**config.mk**
```make
export PLATFORM = sky130hd
export DESIGN_NAME = video_out
export DESIGN_NICKNAME = d
export VERILOG_FILES = /design/src/hw/video_pkg.sv /design/src/hw/video_out.sv
export SDC_FILE = /design/constraint.sdc
export NUM_CORES = 2
export LEC_CHECK = 0
export BUFFER_PORTS_ARGS = -buffer_cell sky130_fd_sc_hd__buf_2
export CORE_UTILIZATION = 32
export CTS_BUF_LIST = sky130_fd_sc_hd__clkbuf_4 sky130_fd_sc_hd__clkbuf_8
export DETAILED_ROUTE_END_ITERATION = 8
export HOLD_SLACK_MARGIN = 0.1
export PLACE_DENSITY = 0.46
export SYNTH_ARGS = -nofsm -noshare
export SYNTH_HDL_FRONTEND = slang
export SYNTH_SLANG_ARGS = --single-unit
```
**constraint.sdc**
```tcl
create_clock -name clk -period 1.75 [get_ports clk]
set_input_delay 0.0875 -clock clk [delete_from_list [all_inputs] [get_ports clk]]
set_output_delay 0.0875 -clock clk [all_outputs]
set_load 0.01 [all_outputs]
```
**src/hw/video_pkg.sv**
```systemverilog
`default_nettype none

package video_pkg;

	// line buffer address width, one bank holds 512 pixels
	localparam int lb_aw = 9;

	// palette index
	typedef logic [7:0] pix_idx_t;

	// line number
	typedef logic [8:0] line_t;

	// rgb555 colour word, red in the top bits
	typedef struct packed {
		logic [4:0] r;
		logic [4:0] g;
		logic [4:0] b;
	} rgb_t;

	// overlay byte split into nibbles for 16 colour mode
	typedef struct packed {
		logic [3:0] hi;
		logic [3:0] lo;
	} plex_nib_t;

	// one overlay byte, read either way by render
	typedef union packed {
		pix_idx_t  raw;
		plex_nib_t nib;
	} plex_u;

endpackage

`default_nettype wire

```
**src/hw/video_out.sv**
```systemverilog
`timescale 1ns/1ps
`default_nettype none

module video_out import video_pkg::*; (
	input  wire logic       clk,
	input  wire logic       arst_n,
	input  wire pix_idx_t   index,
	input  wire logic       de_r,
	input  wire logic       hsync_d,
	input  wire logic       vsync_d,
	input  wire pix_idx_t   cram_addr,
	input  wire rgb_t       cram_data,
	input  wire logic       cram_we,
	output logic [4:0]      vred,
	output logic [4:0]      vgrn,
	output logic [4:0]      vblu,
	output logic            hsync,
	output logic            vsync,
	output logic            de
);

	// palette, 256 entries of rgb555
	rgb_t cram [256];
	rgb_t colour;

	always_ff @(posedge clk) begin
		if (cram_we)
			cram[cram_addr] <= cram_data;
		colour <= cram[index];
	end

	assign vred = colour.r;
	assign vgrn = colour.g;
	assign vblu = colour.b;

	// one more stage so syncs and enable match the palette read
	always_ff @(posedge clk or negedge arst_n) begin
		if (!arst_n) begin
			hsync <= 1'b1;
			vsync <= 1'b1;
			de    <= 1'b0;
		end else begin
			hsync <= hsync_d;
			vsync <= vsync_d;
			de    <= de_r;
		end
	end

	a_cram_we_known: assert property (
		@(posedge clk) disable iff (!arst_n)
		!$isunknown(cram_we)
	);

endmodule

`default_nettype wire

```
==> results.json <==
{
  "post_synthesis_to_final_layout_area_growth_pct": 25.6,
  "globalRoute.totalOverflow": 0,
  "finalSetupViolations": 102,
  "reg2regPathDepth": 7,
  "worstSetupPathDepth": 7,
  "worstPathBufferInverterCount": 1,
  "route.final.wire_length_mm": 459,
  "dpl_worst_slack_ps": -2260,
  "dpl.hpwl_mm": 298,
  "floorplan.die.height_um": 681,
  "yosys_warnings": 0,
  "cts-root-to-sink-buffers": 4,
  "share_of_yosys_cell_area_claimed_by_the_top_area_cell_type": 0.781,
  "fmax_mhz": 419,
  "drive_above_1_share": 0.423,
  "synth_area_leaders": "edfxtp_1 (78%), mux4_2 (13%), mux2i_1 (1.5%)",
  "clkTransAtPathRegs_ps": 60,
  "die_x_um": 681,
  "yosys.cell_types.count": 60,
  "netlist_instances": 6711,
  "vdd_ir_drop_max_v": 0.000827,
  "leakage_nw": 59.2,
  "cts_tree": "yes",
  "ordered_list_of_cells_on_the_worst_path": "mux4_2 > a22oi_2 > a31oi_4 > a211oi_4 > buf_6 > a21oi_4 > nor3b_2",
  "port-buffer-count": 54,
  "full_die_area_um2": 464000,
  "post-route-worst-setup-slack_ps": -635,
  "min_period_ps": 2380,
  "final.setup_skew_ps": 80.6,
  "first_global_vias": 80800,
  "count_of_boundary_i_o_pins": 55,
  "run_status": "complete, but fails checks",
  "cts_htree_levels": 6,
  "maxCapViolations": 0,
  "initial_util": 0.321,
  "clk_root_buffer_cell": "clkbuf_8",
  "biggest_cell_delay_along_the_critical_path_ps": 530,
  "worst_slew_margin_rel": 0.321,
  "first_iter_violations": 7549,
  "globalplace.congestion": 0.830,
  "synthDominantAreaCellType": "edfxtp_1",
  "cellPowerDensity_nw_per_um2": 1050,
  "grt_util_all_layers": 0.196,
  "total_drc_errors_in_the_routed_layout": 12,
  "mappedNetlistNets": 6748,
  "worst_path_dominant_cell_family": "compound AO/OA/AOI/OAI gates",
  "postSynthRegisterBits": 3858,
  "async_flop_share": 0.000778,
  "critical_path_class": "register to register",
  "synth_ff_type": "edfxtp_1",
  "post_synth_edffs": 3840,
  "clk_latency_ps": 1270,
  "fin_hold_ws_ps": 178,
  "slew_violations": 0,
  "min_path_type": "input pin to register",
  "final_worst_path_cycle_share": 1.36,
  "floorplan_core_area_um2": 460000,
  "detail_route.vias_per_cell": 5.14,
  "grt_setup_unrepaired": "true",
  "arrival_ps": 3500,
  "worst_ep_required_time_ps": 2860,
  "initial_antenna_violation_count": 22,
  "holdPathStages": 7,
  "post_drt_wl_per_cell_um": 30.5,
  "tritoncts.num_buffers": 658,
  "finalHoldViolations": 0,
  "clock_tree_sinks": 3858,
  "cp-end-kind": "register",
  "number_of_nets_in_the_final_layout": 8425,
  "std_cell_rows": 249,
  "grt_pass1_wl_mm": 642,
  "violations_in_the_final_reports": "DRC, setup timing",
  "num_vias": 77400,
  "transition_time_of_the_tightest_slew_check_pin_ps": 1010,
  "worst_setup_path_start_kind": "register",
  "crit_path_top_delay_cell": "mux4_2",
  "top_cells_by_count_synth": "edfxtp_1 (3840), mux4_2 (826), nor2_1 (292)",
  "synth-seq-area-share": 0.783,
  "route.antenna.remaining_nets": 0,
  "grt_max_degree": 92,
  "finish.utilization": 0.403,
  "yosys.cell_count.top_type": "edfxtp_1",
  "drt_pre_antenna_iters": 9,
  "synthesis.area_um2": 148000,
  "synthesis.area_per_instance_um2": 22.0,
  "critical_path.max_fanout": 1
}
==> worst register-to-register path, cell delays in order, from the launching register on <==
cell and delay, ps:
edfxtp_1 360, mux4_2 530, a22oi_2 260, a31oi_4 170, a211oi_4 460, buf_6 190
a21oi_4 70, nor3b_2 190
==> area by class of cell <==
type / instances / area (µm²)
fillers: 40800 / 274000
flip-flops and latches: 3858 / 116000
multi-input cells: 2442 / 32700
repair buffers: 1425 / 16700
clock buffers: 898 / 11000
well taps: 6149 / 7690
clock inverters: 265 / 1690
diodes: 16 / 40.0
inverters: 3 / 11.3
==> worst paths after layout <==
check / startpoint / to / slack (ps)
setup / recovery: cram[187][5]$_DFFE_PP_ / vgrn[0]$_DFF_P_ / -630
setup reg to reg: cram[187][5]$_DFFE_PP_ / vgrn[0]$_DFF_P_ / -630
hold / removal: cram_addr[4] / cram[132][14]$_DFFE_PP_ / 180
hold reg to reg: cram[94][9]$_DFFE_PP_ / vgrn[4]$_DFF_P_ / 1090
max in group asynchronous: arst_n / vsync$_DFF_PN1_ / 710
min in group asynchronous: arst_n / de$_DFF_PN0_ / 820
==> cells by family after synthesis <==
logic type / share of synthesized area
compound gates: 0.0361
buf+inv: 0.0171
flops: 0.783
mux: 0.146
simple gates: 0.0172
==> timing repair <==
| item | in CTS | in global routing |
|---|---|---|
| gates resized for setup | 291 | 110 |
| pin swaps | 79 | 75 |
| setup buffers | 0 | 1 |
| hold endpoints to repair | 7691 | 2780 |
| gates cloned | 0 | 0 |
| setup endpoints to repair | 33 | 716 |
| hold buffers | 82 | 5 |
==> sequential cells by signal, summed over array words and instances, names as in the netlist <==
| register | cells |
|---|---|
| hsync | 1 |
| vsync | 1 |
| de | 1 |
| vblu | 5 |
| cram | 3840 |
| vred | 5 |
| vgrn | 5 |
==> metrics by stage <==
step | cell area [µm²] | total power [mW] | cells | setup TNS (ps)
floorplan | 149000 | 109 | 6711 | -233510
global placement | 170000 | 116 | 13800 | -262390
detailed placement | 170000 | 116 | 13800 | -270730
CTS | 185000 | 197 | 15000 | -124400
global route | 185000 | 201 | 15100 | -17280
finish | 185000 | 194 | 15100 | -17610
==> per-layer routing <==
| layer | track usage | part of all wire | up-vias |
|---|---|---|---|
| met2 | 0.319 | 0.48 | 2470 |
| met4 | 0.0520 | 0.027 | 2 |
| met3 | 0.0287 | 0.056 | 614 |
| met1 | 0.274 | 0.44 | 42200 |
| met5 | 0 | 0.000017 | - |
| li1 | - | - | 32100 |
==> placed cells by master, fill, tap and decap left out, drive strengths merged, types with 3 or more instances in the layout <==
cell type and count:
a211oi 40, o211ai 6, mux2 66, clkinv 217, nand2b 9, a221oi 48, and2 3, dlygate4sd3 70
a22oi 222, o22ai 100, mux2i 227, o31ai 10, inv 38, a22o 21, nand4 12, diode 16
dfxtp 15, o221ai 78, nor4 27, or2 5, a21oi 165, and3b 6, nand3b 5, nor2b 33
mux4 826, buf 1353, nand2 67, clkbuf 898, o32ai 9, nor3 37, clkinvlp 9, edfxtp 3840
bufinv 4, and3 5, nor2 293, nand3 32, nor3b 12, o21ai 47, a31oi 16
==> report_power, final <==
part	leakage [nW]	switching, mW	internal (mW)
Clock	6.70	37.5	41.5
Combinational	17.9	7.89	5.26
Sequential	34.7	0.225	102
Total	59.2	45.6	149
No activity file was read; power rests on OpenSTA's default activity.
