===== config.mk =====
export PLATFORM = sky130hd
export DESIGN_NAME = video_render
export DESIGN_NICKNAME = d
export VERILOG_FILES = /design/src/hw/video_pkg.sv /design/src/hw/video_render.sv
export SDC_FILE = /design/constraint.sdc
export NUM_CORES = 1
export LEC_CHECK = 0
export ABC_AREA = 0
export BUFFER_PORTS_ARGS = -buffer_cell sky130_fd_sc_hd__buf_2
export CORE_AREA = 4 4 41 43
export DETAILED_ROUTE_END_ITERATION = 6
export DIE_AREA = 0 0 45 47
export GPL_TIMING_DRIVEN = 0
export PLACE_DENSITY = 0.67
export SYNTH_ARGS = -nofsm -noshare
export SYNTH_HDL_FRONTEND = slang
export SYNTH_SLANG_ARGS = --single-unit

===== constraint.sdc =====
create_clock -name clk -period 0.8 [get_ports clk]
set_input_delay 0 -clock clk [delete_from_list [all_inputs] [get_ports clk]]
set_output_delay 0 -clock clk [all_outputs]
set_load 0.02 [all_outputs]

===== src/hw/video_pkg.sv =====
`default_nettype none

package video_pkg;

	// line buffer address width, one bank holds 512 pixels
	localparam int lb_aw = 9;

	// palette index
	typedef logic [7:0] pix_idx_t;

	// line number
	typedef logic [8:0] line_t;

	// rgb555 colour word, red in the top bits
	typedef struct packed {
		logic [4:0] r;
		logic [4:0] g;
		logic [4:0] b;
	} rgb_t;

	// overlay byte split into nibbles for 16 colour mode
	typedef struct packed {
		logic [3:0] hi;
		logic [3:0] lo;
	} plex_nib_t;

	// one overlay byte, read either way by render
	typedef union packed {
		pix_idx_t  raw;
		plex_nib_t nib;
	} plex_u;

endpackage

`default_nettype wire


===== src/hw/video_render.sv =====
`timescale 1ns/1ps
`default_nettype none

module video_render import video_pkg::*; (
	input  wire logic       clk,
	input  wire logic       arst_n,
	input  wire logic [7:0] rdata,
	input  wire logic       active_d,
	input  wire logic       mode_16,
	input  wire logic [3:0] palsel,
	input  wire pix_idx_t   border,
	output pix_idx_t        index,
	output logic            de_r
);

	plex_u    plex;
	pix_idx_t ovl_idx;
	logic     transp;

	assign plex = rdata;

	// 16 colours take the palette select as the upper half
	always_comb begin
		if (mode_16) begin
			ovl_idx = {palsel, plex.nib.lo};
			transp  = (plex.nib.lo == '0);
		end else begin
			ovl_idx = plex.raw;
			transp  = (plex.raw == '0);
		end
	end

	always_ff @(posedge clk or negedge arst_n) begin
		if (!arst_n) begin
			index <= '0;
			de_r  <= 1'b0;
		end else begin
			// border shows through transparent pixels and blanking
			if (active_d && !transp)
				index <= ovl_idx;
			else
				index <= border;
			de_r <= active_d;
		end
	end

endmodule

`default_nettype wire


==> flow_metrics.env, run 1 <==
export IMPL_critPathArrivalTime_ps=970
export IMPL_place_area_sq_um=601.8
export IMPL_synthCells=25
export IMPL_avgViaCountPerCell=4.545
export IMPL_fin_crit_ps=840.6
export IMPL_h_tree_depth=1
export IMPL_gp_congestion=0.6858
export IMPL_grt_pass1_wl_mm=1.980
export IMPL_ioPinCount=33
export IMPL_irDropWorstVdd_mv=0.9496
export IMPL_wl_per_cell_um=13.17
export IMPL_cts_tree="yes"
export IMPL_die_area_sq_mm=0.002115
export IMPL_ys_types=6
export IMPL_drive_gt1_share_pct=69.86
export IMPL_syn_cell_area_sq_um=397.9
export IMPL_multi_input_area_sq_um=210.2
export IMPL_hold_path_class="in2reg"
export IMPL_synth_area_per_cell_sq_um=15.92
export IMPL_drtPass1Iterations=2
export IMPL_synth_xor_area_share_pct=0
export IMPL_end_kind="flop"
export IMPL_start_util_pct=30.58
export IMPL_status="complete, but fails checks"
export IMPL_numCtsBuffers=3
export IMPL_synth_net_count=49
export IMPL_fin_crit_sh_pct=105.1
export IMPL_holdWs_ps=-1.960
export IMPL_tightest_slew_ps=298.9
export IMPL_synth_mux_area_share_pct=33.96
export IMPL_die_x_um=45
export IMPL_maxCapViolCount=0
export IMPL_violations="negative hold slack, negative setup slack"
export IMPL_first_global_vias=480
export IMPL_worstSetupPathType="in2reg"
export IMPL_power_switching_mw=0.3044
export IMPL_synth_top_area_share_pct=56.60
export IMPL_cp_max_fo=8
export IMPL_route_detailed_drc=0
export IMPL_antenna_cells=0
export IMPL_grt_setup_unrepaired="yes"
export IMPL_root_buffer="clkbuf_4"
export IMPL_synth_top_family_by_area="multiplexers"
export IMPL_pwr_share_seq_pct=42.6
export IMPL_fillers=111
export IMPL_die_y_um=47
export IMPL_cp_start_kind="primary input"
export IMPL_internal_power_mw=0.8917
export IMPL_port_buffers=32
export IMPL_synth_compound_area_share_pct=6.289
export IMPL_cp_required_ps=930
export IMPL_synthToLayoutAreaGrowth_pct=101.9
export IMPL_row_count=13
export IMPL_core_area_sq_mm=0.001301
export IMPL_clkPwrFrac_pct=27.5
export IMPL_ctsHoldBuffers=11
export IMPL_grt_overflow_total=0
export IMPL_max_slew_margin_pct=80.01
export IMPL_hold_violations=1
export IMPL_p_comb_share_pct=29.9
export IMPL_synthSimpleGateAreaFrac_pct=3.145
export IMPL_yosys_warnings=0
export IMPL_wl_mm=1.159
export IMPL_p_leak_nw=0.3819
export IMPL_slew_viol_final=0
export IMPL_yosysTopAreaCell="dfrtp_1"
export IMPL_drt_iter0_drc=2
export IMPL_final_nets=98
export IMPL_postLayoutSetupSlackWorst_ps=-40.59
export IMPL_clk_pin_slew_worst_paths_ps=60
export IMPL_synthTopCellsByArea="dfrtp_1 57%, mux2_2 34%, o41ai_2 4.1%"
export IMPL_design_area_sq_um=803.3
export IMPL_antenna_found_initial=0
export IMPL_seq_area_sq_um=225.2
export IMPL_power_density_mw_per_mm2=1489
export IMPL_swShare_pct=25.45
export IMPL_ant_nets=0
export IMPL_fmax_mhz=1190
export IMPL_setup_viol=8
export IMPL_synthAdderAreaFrac_pct=0
export IMPL_grt_use_total_pct=13.43
export IMPL_vias=400
export IMPL_clock_tree_buffer_depth=2
export IMPL_grt_max_degree=10
export IMPL_seq_area_frac_synth_pct=56.60
export IMPL_power_mw=1.196
export IMPL_cts_sink_count=9
export IMPL_ys_seq_elements=9
==> cell families after synthesis <==
family and after synthesis:
multiplexers 12, flip-flops 9, AND/OR/NAND/NOR 2, AO/OA/AOI/OAI 2
==> layer usage <==
metal	wire length [um]	vias to the layer above	global-route usage, %
met5	0	-	0
li1	-	191	-
met2	612	23	26.27
met3	158	0	7.280
met4	0	0	3.509
met1	388	186	11.76
==> registers in the layout, summed over array words and instances (netlist names) <==
signal  cells
index       8
de_r        1
==> layout make-up <==
class / instances / area share (%)
Tap cell: 15 / 2.336
Sequential cell: 9 / 28.04
Timing Repair Buffer: 44 / 40.19
Clock buffer: 4 / 3.271
Multi-Input combinational cell: 16 / 26.17
==> cell usage after synthesis <==
library cell / count
dfrtp_1: 9
mux2_2: 12
o21ai_2: 1
nand2b_1: 1
o41ai_2: 1
nor4_1: 1
==> power groups by stage <==
stage	registers, mW	clock network [mW]	logic, mW
after floorplan	0.571	0	0.0850
after global placement	0.513	0	0.272
after detailed placement	0.514	0	0.278
after CTS	0.506	0.351	0.340
after global routing	0.512	0.375	0.390
final	0.509	0.328	0.358
==> through the flow <==
stage	TNS, ps	std cells	utilization (%)	setup slack (ps)
after floorplan	-930.3	25	-	-116.3
after global placement	-2421	72	46.25	-308.5
after detailed placement	-2458	72	46.25	-313.7
after CTS	-126.3	88	59.52	-37.87
after global routing	-357.1	88	61.73	-66.06
final	-122.2	88	61.73	-40.59
==> critical path, stage by stage <==
cell,delay (ps)
buf_8,100
o41ai_4,380
o21ai_4,170
mux2_4,330
==> repair_timing <==
| item | 4_1_cts | 5_1_grt |
|---|---|---|
| pin swaps | 2 | 1 |
| setup endpoints to repair | 8 | 11 |
| setup buffers | 1 | 0 |
| hold endpoints to repair | 18 | 1 |
| gates resized for setup | 7 | 9 |
==> final timing paths <==
path	from	depth (start not counted)	slack [ps]	end
worst max-delay path	rdata[3]	4	-40	index[4]
worst min-delay path	rdata[3]	2	-2	index[3]
max in group asynchronous	arst_n	2	500	index[4]
min in group asynchronous	arst_n	2	120	index[3]
==> cells in the final DEF (no fill, tap or decap), types with 2 or more instances in the layout <==
cell type      count
dfrtp_1            9
dlygate4sd3_1     11
buf_6              4
mux2_2            11
buf_2             26
buf_8              2
clkbuf_4           3
No activity file was read; power rests on OpenSTA's default activity.
==> run 2: changes to the inputs <==
Settings changed: PLACE_DENSITY 0.67 to 0.78.
==> run 2 against run 1 <==
  * The flow finishes with violations (negative setup slack)
  * First-iteration DRC count shrank 100%
  * Sequential power is essentially flat
  * Flip-flop and latch count is the same
  * Worst hold slack gained 36 ps
  * Largest power group unchanged
==> flow_metrics.env, run 2 (synthesis results as in run 1) <==
export IMPL_status="complete, but fails checks"
export IMPL_violations="negative setup slack"
export IMPL_drtPass1Iterations=1
export IMPL_hold_violations=0
export IMPL_dpl_cell_count=72
export IMPL_slowest_stage="o41ai_4"
export IMPL_synthToLayoutAreaGrowth_pct=100.9
export IMPL_worstSetupPathType="in2reg"
export IMPL_hold_path_class="in2reg"
export IMPL_grt_max_degree=10
export IMPL_first_global_vias=463
export IMPL_clock_tree_buffer_depth=2
export IMPL_cp_required_ps=940
export IMPL_post_cts_buffers=0
export IMPL_power_density_mw_per_mm2=1510
export IMPL_p_leak_nw=0.3813
export IMPL_numCtsBuffers=3
export IMPL_wl_per_cell_um=13.49
export IMPL_hp_start="rdata[1]"
export IMPL_cts_tree="yes"
export IMPL_setup_viol=8
export IMPL_drive_gt1_share_pct=69.86
export IMPL_start_util_pct=30.58
export IMPL_fmax_mhz=1206
export IMPL_ant_nets=0
export IMPL_cp_start_kind="primary input"
export IMPL_die_y_um=47
export IMPL_die_area_sq_mm=0.002115
export IMPL_critPathArrivalTime_ps=970
export IMPL_antenna_cells=0
export IMPL_tightest_slew_ps=299.0
export IMPL_critPathBufInv=1
export IMPL_crit_path_cell_trace="buf_6 > o41ai_4 > o21ai_4 > mux2_4"
export IMPL_use_met3_pct=7.280
export IMPL_cp_max_fo=8
export IMPL_antenna_found_initial=0
export IMPL_grt_pass1_wl_mm=1.773
export IMPL_final_common_cell="buf_2"
export IMPL_core_area_sq_mm=0.001301
export IMPL_use_met2_pct=21.47
export IMPL_gp_congestion=0.6319
export IMPL_largest_reg_flops=8
export IMPL_place_area_sq_um=601.8
export IMPL_root_buffer="clkbuf_4"
export IMPL_end_kind="flop"
export IMPL_clk_pin_slew_worst_paths_ps=70
export IMPL_top_register="index"
export IMPL_design_area_sq_um=799.5
export IMPL_final_nets=98
export IMPL_grt_setup_unrepaired="yes"
export IMPL_port_buffers=32
export IMPL_route_detailed_drc=0
export IMPL_max_slew_margin_pct=79.99
export IMPL_critPathTopFamily="compound AO/OA/AOI/OAI gates"
export IMPL_die_x_um=45
export IMPL_irDropWorstVdd_mv=1.340
export IMPL_grt_use_total_pct=12.17
export IMPL_cts_sink_count=9
export IMPL_drt_iter0_drc=0
export IMPL_grt_overflow_total=0
export IMPL_top_regs="index: 8 flops, de_r: 1 flops"
export IMPL_maxCapViolCount=0
export IMPL_row_count=13
export IMPL_mostFrequentLayoutCells="26 x buf_2, 12 x dlygate4sd3_1, 11 x mux2_2"
export IMPL_h_tree_depth=1
export IMPL_final_util_pct=61.44
export IMPL_postLayoutSetupSlackWorst_ps=-29.21
export IMPL_avgViaCountPerCell=4.636
export IMPL_wl_mm=1.187
export IMPL_grt_busiest_layer="met2"
export IMPL_slew_viol_final=0
export IMPL_fin_cells=88
export IMPL_fin_crit_sh_pct=103.7
export IMPL_ioPinCount=33
export IMPL_use_met1_pct=12.06
export IMPL_crit_path_start="rdata[3]"
export IMPL_vias=408
export IMPL_fin_crit_ps=829.2
export IMPL_critPathMaxStageDelay_ps=370
==> run 2: power breakdown <==
group	switching, mW	total (mW)	internal [mW]
registers	0.0135	0.510	0.496
logic	0.155	0.354	0.199
clock network	0.160	0.344	0.184
total	0.328	1.21	0.879
==> run 2: cell type report <==
class	count	area, sq um
timing repair buffer	44	317.8
multi-input combinational	16	210.2
fill	100	501.7
clock buffer	3	22.52
tap	15	18.77
sequential	9	225.2
clock inverter	1	5.005
==> run 2: timing repair <==
| action | 4_1_cts | 5_1_grt |
|---|---|---|
| hold buffers | 12 | 0 |
| setup endpoints to repair | 8 | 12 |
| gates resized for setup | 5 | 8 |
| pin swaps | 1 | 0 |
| endpoints found under the hold margin | 18 | 0 |
==> run 2: path summary, 6_finish.rpt <==
check | slack, ps | depth (start not counted) | endpoint
max | -30 | 4 | index[4]
min in group asynchronous | 120 | 2 | index[3]
min | 30 | 2 | index[1]
max in group asynchronous | 500 | 2 | index[7]
==> run 2: routing by layer <==
metal	up-vias	wire length (um)
met3	0	189
met1	182	454
met2	37	542
met4	0	0
met5	-	0
li1	189	-
==> run 2: through the flow <==
stage / TNS [ps] / setup WS [ps] / total power, mW / hold WS [ps]
2_1_floorplan: -930.3 / -116.3 / 0.6556 / -295.6
3_3_place_gp: -2414 / -307.0 / 0.7844 / -145.1
3_5_place_dp: -2426 / -313.0 / 0.7899 / -140.2
4_1_cts: -75.64 / -26.40 / 1.197 / 26.09
5_1_grt: -403.8 / -62.59 / 1.263 / 29.95
6_report: -85.55 / -29.21 / 1.207 / 34.01
