## src/hw/video_pkg.sv

```systemverilog
`default_nettype none

package video_pkg;

	// line buffer address width, one bank holds 512 pixels
	localparam int lb_aw = 9;

	// palette index
	typedef logic [7:0] pix_idx_t;

	// line number
	typedef logic [8:0] line_t;

	// rgb555 colour word, red in the top bits
	typedef struct packed {
		logic [4:0] r;
		logic [4:0] g;
		logic [4:0] b;
	} rgb_t;

	// overlay byte split into nibbles for 16 colour mode
	typedef struct packed {
		logic [3:0] hi;
		logic [3:0] lo;
	} plex_nib_t;

	// one overlay byte, read either way by render
	typedef union packed {
		pix_idx_t  raw;
		plex_nib_t nib;
	} plex_u;

endpackage

`default_nettype wire

```

## src/hw/video_sync.sv

```systemverilog
`timescale 1ns/1ps
`default_nettype none

module video_sync import video_pkg::*; #(
	parameter int h_total    = 448,
	parameter int h_act      = 360,
	parameter int h_sync_beg = 380,
	parameter int h_sync_end = 412,
	parameter int v_total    = 320,
	parameter int v_act      = 288,
	parameter int v_sync_beg = 300,
	parameter int v_sync_end = 304
) (
	input  wire logic             clk,
	input  wire logic             arst_n,
	input  wire logic [7:0]       hint_beg,
	input  wire line_t            vint_beg,
	output logic [lb_aw-1:0]      hcount,
	output line_t                 lcount,
	output logic                  line_start,
	output logic                  active,
	output logic                  hsync_raw,
	output logic                  vsync_raw,
	output logic                  int_start
);

	localparam logic [lb_aw-1:0] h_last = lb_aw'(h_total - 1);
	localparam line_t            v_last = line_t'(v_total - 1);

	logic h_wrap;
	logic int_hit;

	assign h_wrap  = (hcount == h_last);
	assign int_hit = (hcount == {1'b0, hint_beg}) && (lcount == vint_beg);

	always_ff @(posedge clk or negedge arst_n) begin
		if (!arst_n) begin
			hcount     <= '0;
			lcount     <= '0;
			line_start <= 1'b0;
			int_start  <= 1'b0;
		end else begin
			// registered so it lines up with hcount back at zero
			line_start <= h_wrap;
			int_start  <= int_hit;
			if (h_wrap) begin
				hcount <= '0;
				if (lcount == v_last)
					lcount <= '0;
				else
					lcount <= lcount + 1'b1;
			end else begin
				hcount <= hcount + 1'b1;
			end
		end
	end

	// visible area
	assign active = (hcount < lb_aw'(h_act)) && (lcount < line_t'(v_act));

	// syncs are active low inside their windows
	assign hsync_raw = !((hcount >= lb_aw'(h_sync_beg)) && (hcount < lb_aw'(h_sync_end)));
	assign vsync_raw = !((lcount >= line_t'(v_sync_beg)) && (lcount < line_t'(v_sync_end)));

	a_line_start_at_zero: assert property (
		@(posedge clk) disable iff (!arst_n)
		line_start |-> (hcount == '0)
	);

	a_int_single_pulse: assert property (
		@(posedge clk) disable iff (!arst_n)
		int_start |=> !int_start
	);

endmodule

`default_nettype wire

```

## config.mk

```make
export PLATFORM = sky130hd
export DESIGN_NAME = video_sync
export DESIGN_NICKNAME = d
export VERILOG_FILES = /design/src/hw/video_pkg.sv /design/src/hw/video_sync.sv
export SDC_FILE = /design/constraint.sdc
export NUM_CORES = 1
export LEC_CHECK = 0
export ABC_AREA = 0
export BUFFER_PORTS_ARGS = -buffer_cell sky130_fd_sc_hd__buf_2
export CAP_MARGIN = 25
export CORE_ASPECT_RATIO = 0.6
export CORE_MARGIN = 5
export CORE_UTILIZATION = 45
export DETAILED_ROUTE_END_ITERATION = 8
export PLACE_DENSITY = 0.78
export SKIP_LAST_GASP = 1
export SYNTH_ARGS = -nofsm -noshare
export SYNTH_HDL_FRONTEND = slang
export SYNTH_SLANG_ARGS = --single-unit
```

## constraint.sdc

```tcl
create_clock -name clk -period 2.2 [get_ports clk]
set_input_delay 0.44 -clock clk [delete_from_list [all_inputs] [get_ports clk]]
set_output_delay 0.44 -clock clk [all_outputs]
set_load 0.005 [all_outputs]
```

==> results.py, run 1 <==
metrics = {
    "outcome": {
        "status": "finished, final reports clean",
    },
    "global_route": {
        "overflow": 0,
        "grt_pass1_wl_um": 5330,
        "grt_max_degree": 21,
        "antenna_found_initial": 0,
        "grtUsageTotal_pct": 16.8,
        "grt_pass1_vias": 1080,
    },
    "place": {
        "port_buffers": 41,
        "gp_congestion": 0.863,
        "dp_hpwl_um": 2470,
    },
    "worst_setup_path": {
        "critPathMaxStageDelay_ns": 0.51,
        "rr_endpoint": "lcount[8]",
        "worstPathArrival_ns": 1.50,
        "cp_max_fo": 9,
        "cp.required_ns": 1.76,
        "cp-end-kind": "output pin",
        "r2r-start": "hcount[0]",
        "crit_type": "register to output pin",
        "regToRegSetupSlack_ns": 0.38,
        "worstPathCellList": "nand2_1 > or4_1 > buf_2",
        "critPathBufInv": 1,
        "cp-start-kind": "register",
        "slowest_stage": "dfrtp_1",
        "cp_top_family": "simple AND/OR/NAND/NOR gates",
        "rr_worst_depth": 5,
    },
    "pwr": {
        "worst_ir_drop_vdd_v": 0.000310,
        "powerDensity_mw_per_mm2": 439,
        "leakagePower_uw": 0.000715,
    },
    "cells_and_area": {
        "nFillCells": 232,
        "layout_commonest_cell": "buf_2",
        "drive_above_1_share_pct": 31.9,
        "multiInputGateArea_um2": 676,
        "num_antenna_cells": 0,
        "utilization_pct": 57.5,
        "seq_area_um2": 500,
        "syn_to_final_growth_pct": 19.2,
        "final_cell_mix": "41 x buf_2, 20 x dfrtp_1, 15 x xor2_1, 14 x nand2_1",
        "nNetsFinal": 189,
    },
    "floorplan": {
        "die_w_um": 77.8,
        "io_pins": 42,
        "die_h_um": 50.7,
        "start_util_pct": 48.3,
        "placementRows": 14,
        "dieArea_mm2": 0.00395,
        "placeableCoreArea_mm2": 0.00257,
    },
    "synth": {
        "ys_ff_latch": 20,
        "yosysSeqAreaShare_pct": 40.3,
        "synth-compound-area-share_pct": 10.4,
        "yosys-top-cells-area": "dfrtp_1 40%, xor2_1 11%, xnor2_1 4.9%",
        "synth_top_area_cell": "dfrtp_1",
        "synth_top_flop_cell": "dfrtp_1",
        "syn_inst": 131,
        "ys_warn_count": 0,
        "synth_fa_ha_area_share_pct": 2.01,
        "synthesis.nets": 152,
        "synthMuxAreaShare_pct": 3.42,
        "synth_top_cell_area_share_pct": 40.3,
        "yosysUniqueCellTypes": 42,
        "synth_top_family_by_area": "simple AND/OR/NAND/NOR gates",
        "syn_area_per_cell_um2": 9.48,
        "netlist_area_mm2": 0.00124,
        "async_flop_share_pct": 100,
        "synthXorXnorAreaFrac_pct": 15.5,
        "synthSimpleGateAreaFrac_pct": 23.1,
        "synth_edf_count": 0,
    },
    "sta": {
        "max_freq_mhz": 516,
        "drv_slew": 0,
        "setup_violations": 0,
        "rsz0062_at_grt": "false",
        "hold_viol": 0,
        "fin_tns_setup_ns": 0,
        "relSlewSlack_pct": 70.0,
        "clock_skew_ns": 0.00526,
        "timing.final.crit_share_pct": 88.0,
        "min_period_ns": 1.94,
        "worst_slew_pin_slew_ns": 0.450,
    },
    "detailed_routing": {
        "drc": 0,
        "final_antenna_net_count": 0,
        "routed_wl_um": 3260,
        "via_per_inst": 5.72,
        "detail_route.iter0.violations": 141,
        "firstDrtPassIters": 4,
        "routedWlPerCell_um": 16.4,
        "num_vias": 1133,
    },
    "clocking": {
        "clk_path_buf_depth": 2,
        "cts_buffers": 3,
        "cts_resized": 0,
        "root_buffer": "clkbuf_8",
        "clk-insertion-delay-late_ns": 0.26,
        "cts_tree": "built",
        "htree_levels": 1,
        "cts_sinks": 20,
        "cts_setup_buffers": 0,
        "clkTransAtPathRegs_ns": 0.07,
        "ctsHoldBuffers": 0,
    },
    "run": {
        "cap_violations": 0,
    },
    "min_path": {
        "hold_path_class": "input port to async pin",
    },
}
==> power by group <==
group / total, uW / switching [uW] / internal, uW
clock: 242 / 120 / 122
combinational: 40.1 / 21.1 / 19.0
sequential: 367 / 0.0000478 / 367
total: 650 / 141 / 508
==> cells by family (layout without fill, tap and decap cells) <==
kind of cell	after synthesis	count (layout)
buffers and inverters	14	49
adder cells (fa/ha/maj)	2	2
flip-flops	20	20
multiplexers	4	4
AND/OR/NAND/NOR	49	49
XOR/XNOR	22	22
AO/OA/AOI/OAI	20	20
==> cells in the mapped netlist, types with 2 or more instances <==
library cell / number
dfrtp_1: 20
xor2_1: 15
nand2_1: 14
buf_2: 8
nand3_1: 7
xnor2_1: 7
a21oi_1: 5
nor2_1: 5
o21ai_0: 5
inv_1: 4
nor4_1: 4
nand4_1: 3
and3_1: 2
ha_1: 2
mux2_2: 2
mux2i_1: 2
==> stage by stage <==
step                instance area, um2  power [uW]  hold WS (ns)  worst slack (ns)  std cells
floorplan                         1240         386         0.144             0.580        131
global placement                  1440         415         0.418             0.497        195
detailed placement                1440         416         0.423             0.383        195
CTS                               1480         657         0.138             0.251        198
global route                      1480         679         0.162             0.138        198
finish                            1480         650         0.117             0.263        198
==> routing by layer <==
layer	vias to the layer above	share of wire, %	routed length, um	track usage [%]
met5	-	0	0	0
li1	531	-	-	-
met3	4	12	396	6.07
met4	0	0.61	20	2.57
met2	56	41	1330	23.8
met1	542	46	1510	24.6
==> worst max path at each step <==
| stage | start | end | slack [ns] | cells after the start |
|---|---|---|---|---|
| 2_1_floorplan | hcount[0] | lcount[6] | 0.58 | 4 |
| 3_3_place_gp | hcount[0] | lcount[4] | 0.50 | 6 |
| 3_5_place_dp | hcount[0] | lcount[8] | 0.38 | 5 |
| 4_1_cts | lcount[8] | vsync_raw | 0.25 | 3 |
| 5_1_grt | hcount[4] | hsync_raw | 0.14 | 4 |
| 6_report | lcount[8] | vsync_raw | 0.26 | 3 |
==> area by class of cell <==
cell class                      count  share of cell area, %
Sequential cell                    20                   33.8
Clock buffer                        3                   2.79
Tap cell                           32                   2.70
Multi-Input combinational cell     97                   45.6
Inverter                            5                   1.27
Timing Repair Buffer               41                   13.9
==> state kept, by name, indices dropped and copies added, names as in the netlist <==
signal and flops:
line_start 1, hcount 9, int_start 1, lcount 9
(Power assumes the default switching activity.)
==> inputs of run 2 (changes only) <==
- ABC_AREA: 0 -> 1
- PLACE_DENSITY: 0.78 -> 0.76
- SLEW_MARGIN: unset -> 20
==> run 2 against run 1 <==
Cell count is 45% higher. Clock skew decreased by 0.0028 ns. Combinational power up 19%. Register-to-register slack gained 0.35 ns. Clock power is 17% higher. Cell area grew 13%. Synthesized cell count up 56%. Via count up 16%. Fmax up 3.1%. Synthesized area up 11%. Die area rose by 9.1%. Critical endpoint is now active. Largest cell class unchanged.
==> results.py, run 2 <==
metrics = {
    "cells_and_area": {
        "utilization_pct": 57.4,
        "final_cell_mix": "79 x nand2_1, 41 x buf_2, 33 x inv_1, 20 x dfrtp_1, 19 x nor2_1",
        "reg.largest.list": "hcount x9, lcount x9",
        "num_antenna_cells": 0,
        "syn_to_final_growth_pct": 21.1,
        "layout_commonest_cell": "nand2_1",
        "nNetsFinal": 268,
        "drive_above_1_share_pct": 22.4,
        "nFillCells": 291,
    },
    "floorplan": {
        "io_pins": 42,
        "die_h_um": 52.9,
        "placementRows": 15,
        "start_util_pct": 47.4,
        "die_w_um": 81.5,
        "dieArea_mm2": 0.00431,
        "placeableCoreArea_mm2": 0.00291,
    },
    "clocking": {
        "cts_resized": 0,
        "cts_sinks": 20,
        "root_buffer": "clkbuf_8",
        "cts_buffers": 3,
        "cts_setup_buffers": 0,
        "ctsHoldBuffers": 0,
        "clk_path_buf_depth": 2,
        "cts_tree": "built",
        "clk-insertion-delay-late_ns": 0.26,
        "clkTransAtPathRegs_ns": 0.07,
        "htree_levels": 1,
    },
    "synth": {
        "synth_top_flop_cell": "dfrtp_1",
        "synthesis.nets": 225,
        "ys_warn_count": 0,
        "yosysSeqAreaShare_pct": 36.3,
        "synth.most_common_cell": "nand2_1",
        "synth_edf_count": 0,
        "syn_inst": 204,
        "yosys-top-cells-count": "79 x nand2_1, 33 x inv_1, 20 x dfrtp_1",
        "netlist_area_mm2": 0.00138,
        "synth_top_area_cell": "dfrtp_1",
        "synth_top_cell_area_share_pct": 36.3,
        "syn_area_per_cell_um2": 6.76,
        "ys_ff_latch": 20,
        "yosys-top-cells-area": "dfrtp_1 36%, nand2_1 22%, inv_1 9.0%",
        "async_flop_share_pct": 100,
        "yosysUniqueCellTypes": 23,
    },
    "detailed_routing": {
        "drt-met1-wl_um": 1690,
        "firstDrtPassIters": 4,
        "drc": 0,
        "routed_wl_um": 3180,
        "route.met2.wl_um": 1190,
        "routedWlPerCell_um": 11.1,
        "num_vias": 1316,
        "routed-wl-met3_um": 292,
        "via_per_inst": 4.57,
        "final_antenna_net_count": 0,
        "detail_route.iter0.violations": 102,
        "top_layer": "met4",
    },
    "global_route": {
        "grt_pass1_wl_um": 5200,
        "grt_pass1_vias": 1150,
        "grt_max_degree": 21,
        "antenna_found_initial": 0,
        "overflow": 0,
        "grtUsageTotal_pct": 16.0,
    },
    "worst_setup_path": {
        "worstPathArrival_ns": 1.44,
        "regToRegSetupSlack_ns": 0.73,
        "rr_worst_depth": 5,
        "cp-end-kind": "output pin",
        "crit_type": "register to output pin",
        "cp.required_ns": 1.76,
        "rr_endpoint": "lcount[7]",
        "r2r-start": "hcount[0]",
        "cp_max_fo": 7,
        "cp-start-kind": "register",
    },
    "sta": {
        "relSlewSlack_pct": 68.7,
        "clock_skew_ns": 0.00245,
        "fin_tns_setup_ns": 0,
        "rsz0062_at_grt": "false",
        "max_freq_mhz": 532,
        "hold_viol": 0,
        "timing.final.crit_share_pct": 85.4,
        "worst_slew_pin_slew_ns": 0.470,
        "min_period_ns": 1.88,
        "setup_violations": 0,
        "drv_slew": 0,
        "hold_slack_ns": 0.122,
        "setup_ws_ns": 0.321,
    },
    "place": {
        "dp_hpwl_um": 2510,
        "gp_congestion": 0.933,
        "pre_cts_slack_ns": 0.607,
        "port_buffers": 41,
    },
    "pwr": {
        "worst_ir_drop_vdd_v": 0.000231,
        "leakagePower_uw": 0.000934,
        "powerDensity_mw_per_mm2": 418,
    },
    "outcome": {
        "status": "finished, final reports clean",
    },
    "min_path": {
        "hold_path_class": "input port to async pin",
    },
    "run": {
        "cap_violations": 0,
    },
}
[run 2: cell type report]
cell class / count / area, um2 / area share, %
clock buffer: 4 / 55.1 / 3.30
timing repair buffer: 41 / 205 / 12.3
inverter: 35 / 131 / 7.87
tap: 42 / 52.6 / 3.15
multi-input combinational: 146 / 726 / 43.4
sequential: 20 / 500 / 30.0
[run 2: report_power, final]
part           internal [uW]  switching, uW
sequential               367      0.0000417
combinational           21.5           26.1
clock                    159            124
[run 2: critical path, cell delays in order, from the launching register on]
cell and delay [ns]:
dfrtp_1 0.45, nor2_1 0.25, a21oi_1 0.11, nor3b_1 0.23, buf_2 0.15
[run 2: stage by stage]
stage	cell area (um2)	std cells	total power [uW]
5_1_grt	1670	288	728
3_5_place_dp	1620	284	423
4_1_cts	1670	288	702
2_1_floorplan	1380	204	394
3_3_place_gp	1620	284	422
6_report	1670	288	698
[run 2: worst max-delay path by stage]
| stage | from | end | slack, ns | depth (start not counted) |
|---|---|---|---|---|
| 6_report | lcount[7] | active | 0.32 | 4 |
| 2_1_floorplan | lcount[7] | active | 0.82 | 3 |
| 5_1_grt | lcount[7] | active | 0.20 | 4 |
| 3_3_place_gp | lcount[6] | active | 0.64 | 4 |
| 4_1_cts | lcount[7] | active | 0.31 | 4 |
| 3_5_place_dp | lcount[7] | active | 0.61 | 4 |
[run 2: layer usage]
layer,up-vias,track usage (%)
met5,-,0
met4,0,2.53
met3,5,5.44
met2,45,23.0
met1,560,23.3
li1,706,-
[run 2: cells by family after synthesis]
kind of cell	Yosys count	share of synthesized area (%)
flops	20	36.3
compound gates	13	5.81
simple gates	120	38.0
buf+inv	38	11.1
xor+xnor	11	6.99
fa+ha+maj	2	1.81
