--- src/hw/video_pkg.sv ---
`default_nettype none

package video_pkg;

	// line buffer address width, one bank holds 512 pixels
	localparam int lb_aw = 9;

	// palette index
	typedef logic [7:0] pix_idx_t;

	// line number
	typedef logic [8:0] line_t;

	// rgb555 colour word, red in the top bits
	typedef struct packed {
		logic [4:0] r;
		logic [4:0] g;
		logic [4:0] b;
	} rgb_t;

	// overlay byte split into nibbles for 16 colour mode
	typedef struct packed {
		logic [3:0] hi;
		logic [3:0] lo;
	} plex_nib_t;

	// one overlay byte, read either way by render
	typedef union packed {
		pix_idx_t  raw;
		plex_nib_t nib;
	} plex_u;

endpackage

`default_nettype wire

--- src/hw/video_ports.sv ---
`timescale 1ns/1ps
`default_nettype none

module video_ports import video_pkg::*; (
	input  wire logic       clk,
	input  wire logic       arst_n,
	input  wire logic [7:0] d,
	input  wire logic       border_wr,
	input  wire logic       vconf_wr,
	input  wire logic       palsel_wr,
	input  wire logic       hint_beg_wr,
	input  wire logic       vint_begl_wr,
	input  wire logic       vint_begh_wr,
	input  wire logic       line_start,
	output pix_idx_t        border,
	output logic            mode_16,
	output logic [3:0]      palsel,
	output logic [7:0]      hint_beg,
	output line_t           vint_beg
);

	// staged copies, moved to the live ones at line start
	logic       mode_16_stg;
	logic [3:0] palsel_stg;

	always_ff @(posedge clk or negedge arst_n) begin
		if (!arst_n) begin
			border      <= '0;
			mode_16_stg <= 1'b0;
			palsel_stg  <= '0;
			mode_16     <= 1'b0;
			palsel      <= '0;
			hint_beg    <= '0;
			vint_beg    <= '0;
		end else begin
			if (border_wr)
				border <= d;
			if (vconf_wr)
				mode_16_stg <= d[0];
			if (palsel_wr)
				palsel_stg <= d[3:0];
			if (hint_beg_wr)
				hint_beg <= d;
			if (vint_begl_wr)
				vint_beg[7:0] <= d;
			if (vint_begh_wr)
				vint_beg[8] <= d[0];
			// a mid-line write waits here until the next line begins
			if (line_start) begin
				mode_16 <= mode_16_stg;
				palsel  <= palsel_stg;
			end
		end
	end

endmodule

`default_nettype wire

--- config.mk ---
export PLATFORM = sky130hd
export DESIGN_NAME = video_ports
export DESIGN_NICKNAME = d
export VERILOG_FILES = /design/src/hw/video_pkg.sv /design/src/hw/video_ports.sv
export SDC_FILE = /design/constraint.sdc
export NUM_CORES = 1
export LEC_CHECK = 0
export BUFFER_PORTS_ARGS = -buffer_cell sky130_fd_sc_hd__buf_2
export CORE_MARGIN = 2
export CORE_UTILIZATION = 44
export CTS_CLUSTER_SIZE = 10
export DETAILED_ROUTE_END_ITERATION = 12
export PLACE_DENSITY = 0.74
export SKIP_LAST_GASP = 1
export SLEW_MARGIN = 20
export SYNTH_ARGS = -nofsm -noshare
export SYNTH_HDL_FRONTEND = slang
export SYNTH_SLANG_ARGS = --single-unit
--- constraint.sdc ---
create_clock -name clk -period 0.8 [get_ports clk]
set_input_delay 0.04 -clock clk [delete_from_list [all_inputs] [get_ports clk]]
set_output_delay 0.04 -clock clk [all_outputs]
set_load 0.02 [all_outputs]
==> metrics.md, run 1 <==
| Metric | Value |
|---|---|
| First-pass GRT wire length | `4.42 mm` |
| Mapped Cells | `73` |
| CTS buffer count | `5` |
| Status | `complete, but fails checks` |
| Slew margin rel. | `0.796` |
| Die X | `60.3 um` |
| PD cells | `1950 mW/mm^2` |
| Post-Syn Area per Cell | `19.1 um^2` |
| DR DRC count | `0` |
| Startpoint Class | `register` |
| Clk_skew | `0.00899 ns` |
| Worst-Skew Late Latency | `0.32 ns` |
| P&R area growth vs syn | `52.8%` |
| Core Area | `0.00303 mm^2` |
| Fill cells | `190` |
| Die H | `60.3 um` |
| Post-Place Setup Slack | `0.0147 ns` |
| Fmax | `1050 MHz` |
| Worst path max stage delay | `0.44 ns` |
| DRT iter0 DRCs | `16` |
| Grt ovf | `0` |
| Register bit total from synthesis | `35` |
| Slowest CP cell | `dfrtp_2` |
| DR pass1 iterations | `4` |
| Hold Violations, Final | `0` |
| Min Tclk post-route | `0.949 ns` |
| Die area | `0.00363 mm^2` |
| Slew @ Worst Pin | `0.306 ns` |
| Fraction of layout instances using a drive strength above 1 | `0.874` |
| Kind of critical path | `register to output pin` |
| Leakage | `0.000990 uW` |
| WL/cell | `14.8 um` |
| Final Non-Filler Cells | `187` |
| RSZ-0062 raised after global routing | `yes` |
| DPL Wire Length | `1.72 mm` |
| Final setup vio count | `41` |
| Mapped Area | `0.00139 mm^2` |
| HP Class | `primary input to register` |
| # rows | `20` |
| Vias/cell | `4.55` |
| Crit. End Element | `output pin` |
| Port bufs | `46` |
| Slew Limit Fails | `0` |
| Gr usage total | `0.175` |
| Critical Path Fanout Max | `2` |
| Netlist cell types | `4` |
| CP cell instances | `buf_6` |
| Antenna Cells | `0` |
| Clock buffer depth | `2` |
| Worst Path Buf+Inv | `1` |
| CTS tree | `built` |
| Critical Path RT | `0.76 ns` |
| Nets | `159` |
| Routed WL | `2.77 mm` |
| Routed Antenna Nets | `0` |
| Vias | `850` |
| GPL Wtd Cong | `0.723` |
| Syn nets | `90` |
| Sequential element share of the synthesized area | `0.628` |
| Synth warnings | `0` |
| Period utilization | `1.19` |
| Setup TNS | `-4.43 ns` |
| Worst EP arrival | `0.91 ns` |
| Inst Count DP | `161` |
| Worst vdd ir | `1.10 mV` |
| I/O pin count | `47` |
| Violated checks | `setup timing` |
| Multi-input logic area | `484 um^2` |
| FF+latch area | `913 um^2` |
| Vias in the first global route | `883` |
| Clk slew on worst S/H paths | `0.11 ns` |
| Cell family with most CP delay | `flip-flops` |
| Initial Utilization | `0.460` |
| CTS Sinks | `35` |
| PnR worst setup slack | `-0.149 ns` |
| Initial antenna violation count | `0` |
| H-tree depth | `2` |
| Largest net degree at the start of global routing | `36` |
| Root Buffer Master | `clkbuf_4` |
| Number of max-cap violations | `0` |
-- cell type report --
type,instances,share of cell area
flip-flops and latches,35,0.429
repair buffers,65,0.295
multi-input cells,35,0.227
well taps,44,0.0259
clock buffers,8,0.0229
-- power breakdown --
part,switching (uW),internal [uW],leakage (uW)
clock network,536,350,0.0000265
logic,450,687,0.000585
registers,145,1990,0.000379
total,1130,3030,0.000990
-- per-stage QoR --
stage | util | instance area [um^2] | hold WS, ns | total power [uW]
after floorplan | - | 1430 | -0.256 | 2630
after global placement | 0.562 | 1700 | 0.00609 | 2910
after detailed placement | 0.562 | 1700 | 0.0129 | 2930
after CTS | 0.686 | 2080 | 0.00928 | 4140
after global routing | 0.703 | 2130 | 0.0161 | 4370
final | 0.703 | 2130 | 0.0196 | 4160
-- registers in the layout (all words and copies together) (netlist names) --
register	flops
palsel	4
mode_16_stg	1
hint_beg	8
palsel_stg	4
border	8
vint_beg	9
mode_16	1
-- routing by layer --
metal / routed length [um] / part of all wire / vias to the layer above / GRT usage
met1: 1160 / 0.42 / 430 / 0.226
met4: 23 / 0.0083 / 0 / 0.114
li1: - / - / 394 / -
met2: 1460 / 0.53 / 23 / 0.264
met5: 0 / 0 / - / 0
met3: 127 / 0.046 / 3 / 0.0390
-- cells in the mapped netlist (all sizes together) --
cell / instances / area [um^2]
buf: 3 / 33.8
dfrtp: 35 / 876
mux2: 35 / 484
-- placed cells by master, fill, tap and decap left out, drive strengths merged --
cell	count
buf	55
clkbuf	8
dfrtp	35
dlygate4sd3	10
mux2	35
-- logic make-up (layout without fill, tap and decap cells) --
logic type	count (synthesis)	after routing	share of synthesized area
multiplexers	35	35	0.347
flip-flops	35	35	0.628
buffers and inverters	3	73	0.0242
-- what timing repair did --
action	4_1_cts	5_1_grt
gates resized for setup	60	8
endpoints found under the setup margin	30	59
hold buffers	10	0
endpoints found under the hold margin	61	0
buffers inserted	5	3
gates cloned	0	0
-- worst paths after layout --
kind / from / to / slack (ns) / cells past startpoint
setup / recovery: vint_beg[0] / vint_beg[0] / -0.15 / 1
hold / removal: d[0] / vint_beg[0] / 0.02 / 2
setup reg to reg: vint_beg[6] / vint_beg[6] / -0.11 / 2
hold reg to reg: palsel_stg[2] / palsel[2] / 0.51 / 1
max in group asynchronous: arst_n / mode_16 / 0.41 / 3
min in group asynchronous: arst_n / hint_beg[1] / 0.19 / 3
Note: power is estimated with default switching activity, not from simulation.
==> inputs of run 2 (changes only) <==
--- a/config.mk
+++ b/config.mk
@@ -11,6 +11,7 @@
 export CTS_CLUSTER_SIZE = 10
 export DETAILED_ROUTE_END_ITERATION = 12
 export PLACE_DENSITY = 0.74
+export REMOVE_ABC_BUFFERS = 1
 export SKIP_LAST_GASP = 1
 export SLEW_MARGIN = 20
 export SYNTH_ARGS = -nofsm -noshare
==> metrics.md, run 2 (same netlist as run 1, synthesis figures left out) <==
| Metric | Value |
|---|---|
| Routed WL | `3.11 mm` |
| R2R Setup Slk | `-0.13 ns` |
| Final core utilization | `0.724` |
| Nets | `169` |
| Number of max-cap violations | `0` |
| Period utilization | `1.17` |
| Violated checks | `setup timing` |
| Initial Utilization | `0.460` |
| Die H | `60.3 um` |
| Kind of critical path | `register to register` |
| First-pass GRT wire length | `4.80 mm` |
| Final setup vio count | `47` |
| Reg-to-reg endpoint | `hint_beg[6]` |
| PD cells | `2000 mW/mm^2` |
| FF+latch area | `876 um^2` |
| Grt ovf | `0` |
| Hold Violations, Final | `0` |
| CTS buffer count | `5` |
| Fraction of layout instances using a drive strength above 1 | `0.693` |
| Vias/cell | `4.65` |
| CP Capture Point | `hint_beg[6]` |
| Crit. End Element | `register` |
| RSZ-0062 raised after global routing | `yes` |
| Inst Count DP | `161` |
| Commonest non-fill, non-tap cells in the layout | `39 x buf_6, 35 x dfrtp_1, 24 x mux2_4` |
| Largest net degree at the start of global routing | `36` |
| CP startpoint | `hint_beg[6]` |
| Slew margin rel. | `0.797` |
| Fill cells | `185` |
| P&R area growth vs syn | `57.4%` |
| Min Tclk post-route | `0.935 ns` |
| Vias in the first global route | `1024` |
| WL/cell | `15.8 um` |
| Die X | `60.3 um` |
| Slowest CP cell | `dfrtp_1` |
| DR DRC count | `0` |
| DR pass1 iterations | `2` |
| GPL Wtd Cong | `0.710` |
| CTS Sinks | `35` |
| Root Buffer Master | `clkbuf_4` |
| Slew @ Worst Pin | `0.305 ns` |
| Total number of cells along the worst setup path | `2` |
| Status | `complete, but fails checks` |
| I/O pin count | `47` |
| Multi-input logic area | `484 um^2` |
| Leakage | `0.00108 uW` |
| Worst vdd ir | `1.21 mV` |
| Gr usage total | `0.189` |
| Cell family with most CP delay | `flip-flops` |
| Clock buffer depth | `2` |
| Antenna Cells | `0` |
| Worst-Skew Late Latency | `0.32 ns` |
| Worst path max stage delay | `0.42 ns` |
| Worst Path Buf+Inv | `1` |
| PnR worst setup slack | `-0.135 ns` |
| Reg-to-reg startpoint | `hint_beg[6]` |
| Final Non-Filler Cells | `197` |
| Die area | `0.00363 mm^2` |
| Initial antenna violation count | `0` |
| Slew Limit Fails | `0` |
| Clk slew on worst S/H paths | `0.10 ns` |
| Worst EP arrival | `1.16 ns` |
| Max reg flops | `9` |
| Largest register by flop count | `vint_beg` |
| Commonest non-fill, non-tap cell in the layout | `buf_6` |
| DRT iter0 DRCs | `21` |
| Critical Path Fanout Max | `2` |
| Core Area | `0.00303 mm^2` |
| Routed Antenna Nets | `0` |
| Largest regs | `vint_beg (9), border (8), hint_beg (8)` |
| Critical Path RT | `1.02 ns` |
| # rows | `20` |
| HP Class | `primary input to register` |
| CP cell instances | `buf_4, mux2_4` |
| Startpoint Class | `register` |
| Vias | `916` |
| Fmax | `1070 MHz` |
| CTS tree | `built` |
| Clk_skew | `0.000353 ns` |
| Port bufs | `46` |
| R2R depth | `2` |
| H-tree depth | `2` |
| DPL Wire Length | `1.80 mm` |
run 2: per-stage QoR:
stage / TNS [ns] / power, uW / setup slack [ns] / instance area [um^2] / hold slack, ns
after floorplan: -0.990 / 2560 / -0.0347 / 1360 / -0.256
after global placement: 0 / 2890 / 0.0297 / 1670 / 0.00981
after detailed placement: 0 / 2910 / 0.0188 / 1670 / 0.0105
after CTS: -5.49 / 4380 / -0.143 / 2160 / 0.0127
after global routing: -6.68 / 4570 / -0.169 / 2190 / 0.0202
final: -5.18 / 4380 / -0.135 / 2190 / 0.0265
run 2: worst min path at each step:
stage / endpoint / cells past startpoint / start / slack, ns
finish: palsel_stg[2] / 2 / palsel_wr / 0.03
global route: palsel_stg[3] / 2 / palsel_wr / 0.02
CTS: palsel_stg[2] / 2 / palsel_wr / 0.01
detailed placement: vint_beg[7] / 2 / arst_n / 0.01
global placement: vint_beg[7] / 2 / arst_n / 0.01
floorplan: border[0] / 0 / arst_n / -0.26
run 2: per-layer routing:
layer  vias up  part of all wire  global-route usage
li1        411                 -                   -
met1       457              0.40               0.198
met2        44              0.51               0.337
met3         4             0.083              0.0649
met4         0            0.0093              0.0889
met5         -                 0                   0
run 2: power breakdown:
group	total [uW]	switching [uW]	internal (uW)	leakage, uW
Combinational	1210	474	738	0.000633
Sequential	2110	147	1960	0.000409
Clock	1070	549	517	0.0000386
Total	4380	1170	3210	0.00108
run 2: cell type report:
cell class | instances | share of cell area
Timing Repair Buffer | 75 | 0.323
Multi-Input combinational cell | 35 | 0.221
Sequential cell | 35 | 0.399
Tap cell | 44 | 0.0251
Clock buffer | 8 | 0.0314
run 2: what timing repair did:
item,in CTS,in global routing
hold buffers,11,0
cloned,0,0
endpoints found under the setup margin,30,51
setup buffers,17,0
endpoints found under the hold margin,64,0
gates resized for setup,60,9
==> inputs of run 3 (changes only) <==
--- a/config.mk
+++ b/config.mk
@@ -10,7 +10,7 @@
 export CORE_UTILIZATION = 44
 export CTS_CLUSTER_SIZE = 10
 export DETAILED_ROUTE_END_ITERATION = 12
-export PLACE_DENSITY = 0.74
+export PLACE_DENSITY_LB_ADDON = 0.1
 export REMOVE_ABC_BUFFERS = 1
 export SKIP_LAST_GASP = 1
 export SLEW_MARGIN = 20
==> metrics.md, run 3 (same netlist as run 1, synthesis figures left out) <==
| Metric | Value |
|---|---|
| Vias/cell | `4.54` |
| Final Non-Filler Cells | `197` |
| Vias in the first global route | `949` |
| Die H | `60.3 um` |
| HP Class | `primary input to register` |
| Clock buffer depth | `2` |
| Hold Violations, Final | `0` |
| Grt ovf | `0` |
| I/O pin count | `47` |
| Final Cell Area | `0.00219 mm^2` |
| Fraction of layout instances using a drive strength above 1 | `0.706` |
| Clk_skew | `0.00740 ns` |
| First-pass GRT wire length | `4.61 mm` |
| Met1 Wirelength | `1.28 mm` |
| Largest net degree at the start of global routing | `36` |
| DRT iter0 DRCs | `17` |
| Port bufs | `46` |
| DR DRC count | `0` |
| Kind of critical path | `register to output pin` |
| Violated checks | `setup timing` |
| CTS tree | `built` |
| CP cell instances | `buf_6` |
| Inst Count DP | `161` |
| RSZ-0062 raised after global routing | `yes` |
| PD cells | `2110 mW/mm^2` |
| CTS Sinks | `35` |
| Largest register by flop count | `vint_beg` |
| Final setup vio count | `48` |
| Min Tclk post-route | `0.933 ns` |
| Max reg flops | `9` |
| Critical Path Fanout Max | `2` |
| CTS buffer count | `5` |
| DR WL met2 | `1.47 mm` |
| Commonest non-fill, non-tap cells in the layout | `35 x dfrtp_1, 35 x buf_6, 24 x mux2_4` |
| PnR worst setup slack | `-0.133 ns` |
| Nets | `169` |
| Die X | `60.3 um` |
| Root Buffer Master | `clkbuf_4` |
| Clk slew on worst S/H paths | `0.12 ns` |
| Slew margin rel. | `0.801` |
| Dpl cell area | `0.00167 mm^2` |
| Slowest CP cell | `dfrtp_1` |
| Cell family with most CP delay | `flip-flops` |
| WL/cell | `14.6 um` |
| Antenna Cells | `0` |
| Leakage | `0.00109 uW` |
| Worst EP arrival | `0.89 ns` |
| H-tree depth | `2` |
| Startpoint Class | `register` |
| Initial Utilization | `0.460` |
| # rows | `20` |
| Critical Path RT | `0.76 ns` |
| Fmax | `1070 MHz` |
| Slew Limit Fails | `0` |
| Routed WL | `2.89 mm` |
| Die area | `0.00363 mm^2` |
| R2R Setup Slk | `-0.12 ns` |
| Worst vdd ir | `1.13 mV` |
| Period utilization | `1.17` |
| Top sig layer | `met4` |
| Slew @ Worst Pin | `0.298 ns` |
| Worst Path Buf+Inv | `1` |
| DPL Wire Length | `1.71 mm` |
| Number of max-cap violations | `0` |
| Largest regs | `vint_beg (9), border (8), hint_beg (8)` |
| Routed wl met3 | `120 um` |
| Setup TNS | `-5.20 ns` |
| Worst-Skew Late Latency | `0.33 ns` |
| Routed Antenna Nets | `0` |
| Worst path max stage delay | `0.42 ns` |
| Status | `complete, but fails checks` |
| GPL Wtd Cong | `0.666` |
| Tot Pwr | `4620 uW` |
| Core Area | `0.00303 mm^2` |
| Crit. End Element | `output pin` |
| Gr usage total | `0.180` |
| DR pass1 iterations | `3` |
| Initial antenna violation count | `0` |
| Fill cells | `207` |
| P&R area growth vs syn | `57.4%` |
| Vias | `895` |
-- run 3: changes by cell type in the layout (fill, tap and decap cells not counted) --
cell,delta
bufinv_16,+1
clkbuf_8,-1
dlygate4sd3_1,-1
buf_6,-4
clkinv_2,+1
buf_4,+5
clkbuf_1,-1
-- run 3: per-layer routing --
metal  GRT usage  vias up
met5           0        -
met4      0.0825        0
met3      0.0433        2
met2       0.284       27
met1       0.232      455
li1            -      411
-- run 3: layout make-up --
class,instances,area (um^2),share of cell area
Tap cell,44,55.1,0.0251
Sequential cell,35,876,0.399
Clock inverter,2,35.0,0.0160
Multi-Input combinational cell,35,484,0.221
Clock buffer,6,51.3,0.0234
Timing Repair Buffer,75,692,0.315
-- run 3: worst paths after layout --
| kind | startpoint | endpoint | depth (start not counted) |
|---|---|---|---|
| worst max-delay path | border[4] | border[4] | 1 |
| worst min-delay path | d[0] | vint_beg[0] | 2 |
| worst max register to register | border[2] | border[2] | 2 |
| worst min register to register | palsel_stg[0] | palsel_stg[0] | 1 |
| max in group asynchronous | arst_n | vint_beg[3] | 3 |
| min in group asynchronous | arst_n | border[5] | 3 |
-- run 3: where the power goes --
group | internal, uW | switching (uW)
sequential | 1960 | 141
combinational | 736 | 463
clock | 739 | 583
total | 3430 | 1190
-- run 3: metrics by stage --
step / worst slack, ns / utilization / hold slack (ns)
floorplan: -0.0347 / - / -0.256
detailed placement: 0.0187 / 0.550 / 0.0144
finish: -0.133 / 0.724 / 0.0221
global route: -0.171 / 0.724 / 0.0295
global placement: 0.0334 / 0.550 / 0.0134
CTS: -0.148 / 0.706 / 0.00827
-- run 3: what timing repair did --
action / 4_1_cts / 5_1_grt
endpoints found under the hold margin: 60 / 0
endpoints found under the setup margin: 30 / 52
resized for setup: 60 / 5
buffers inserted: 13 / 5
hold buffers: 10 / 0
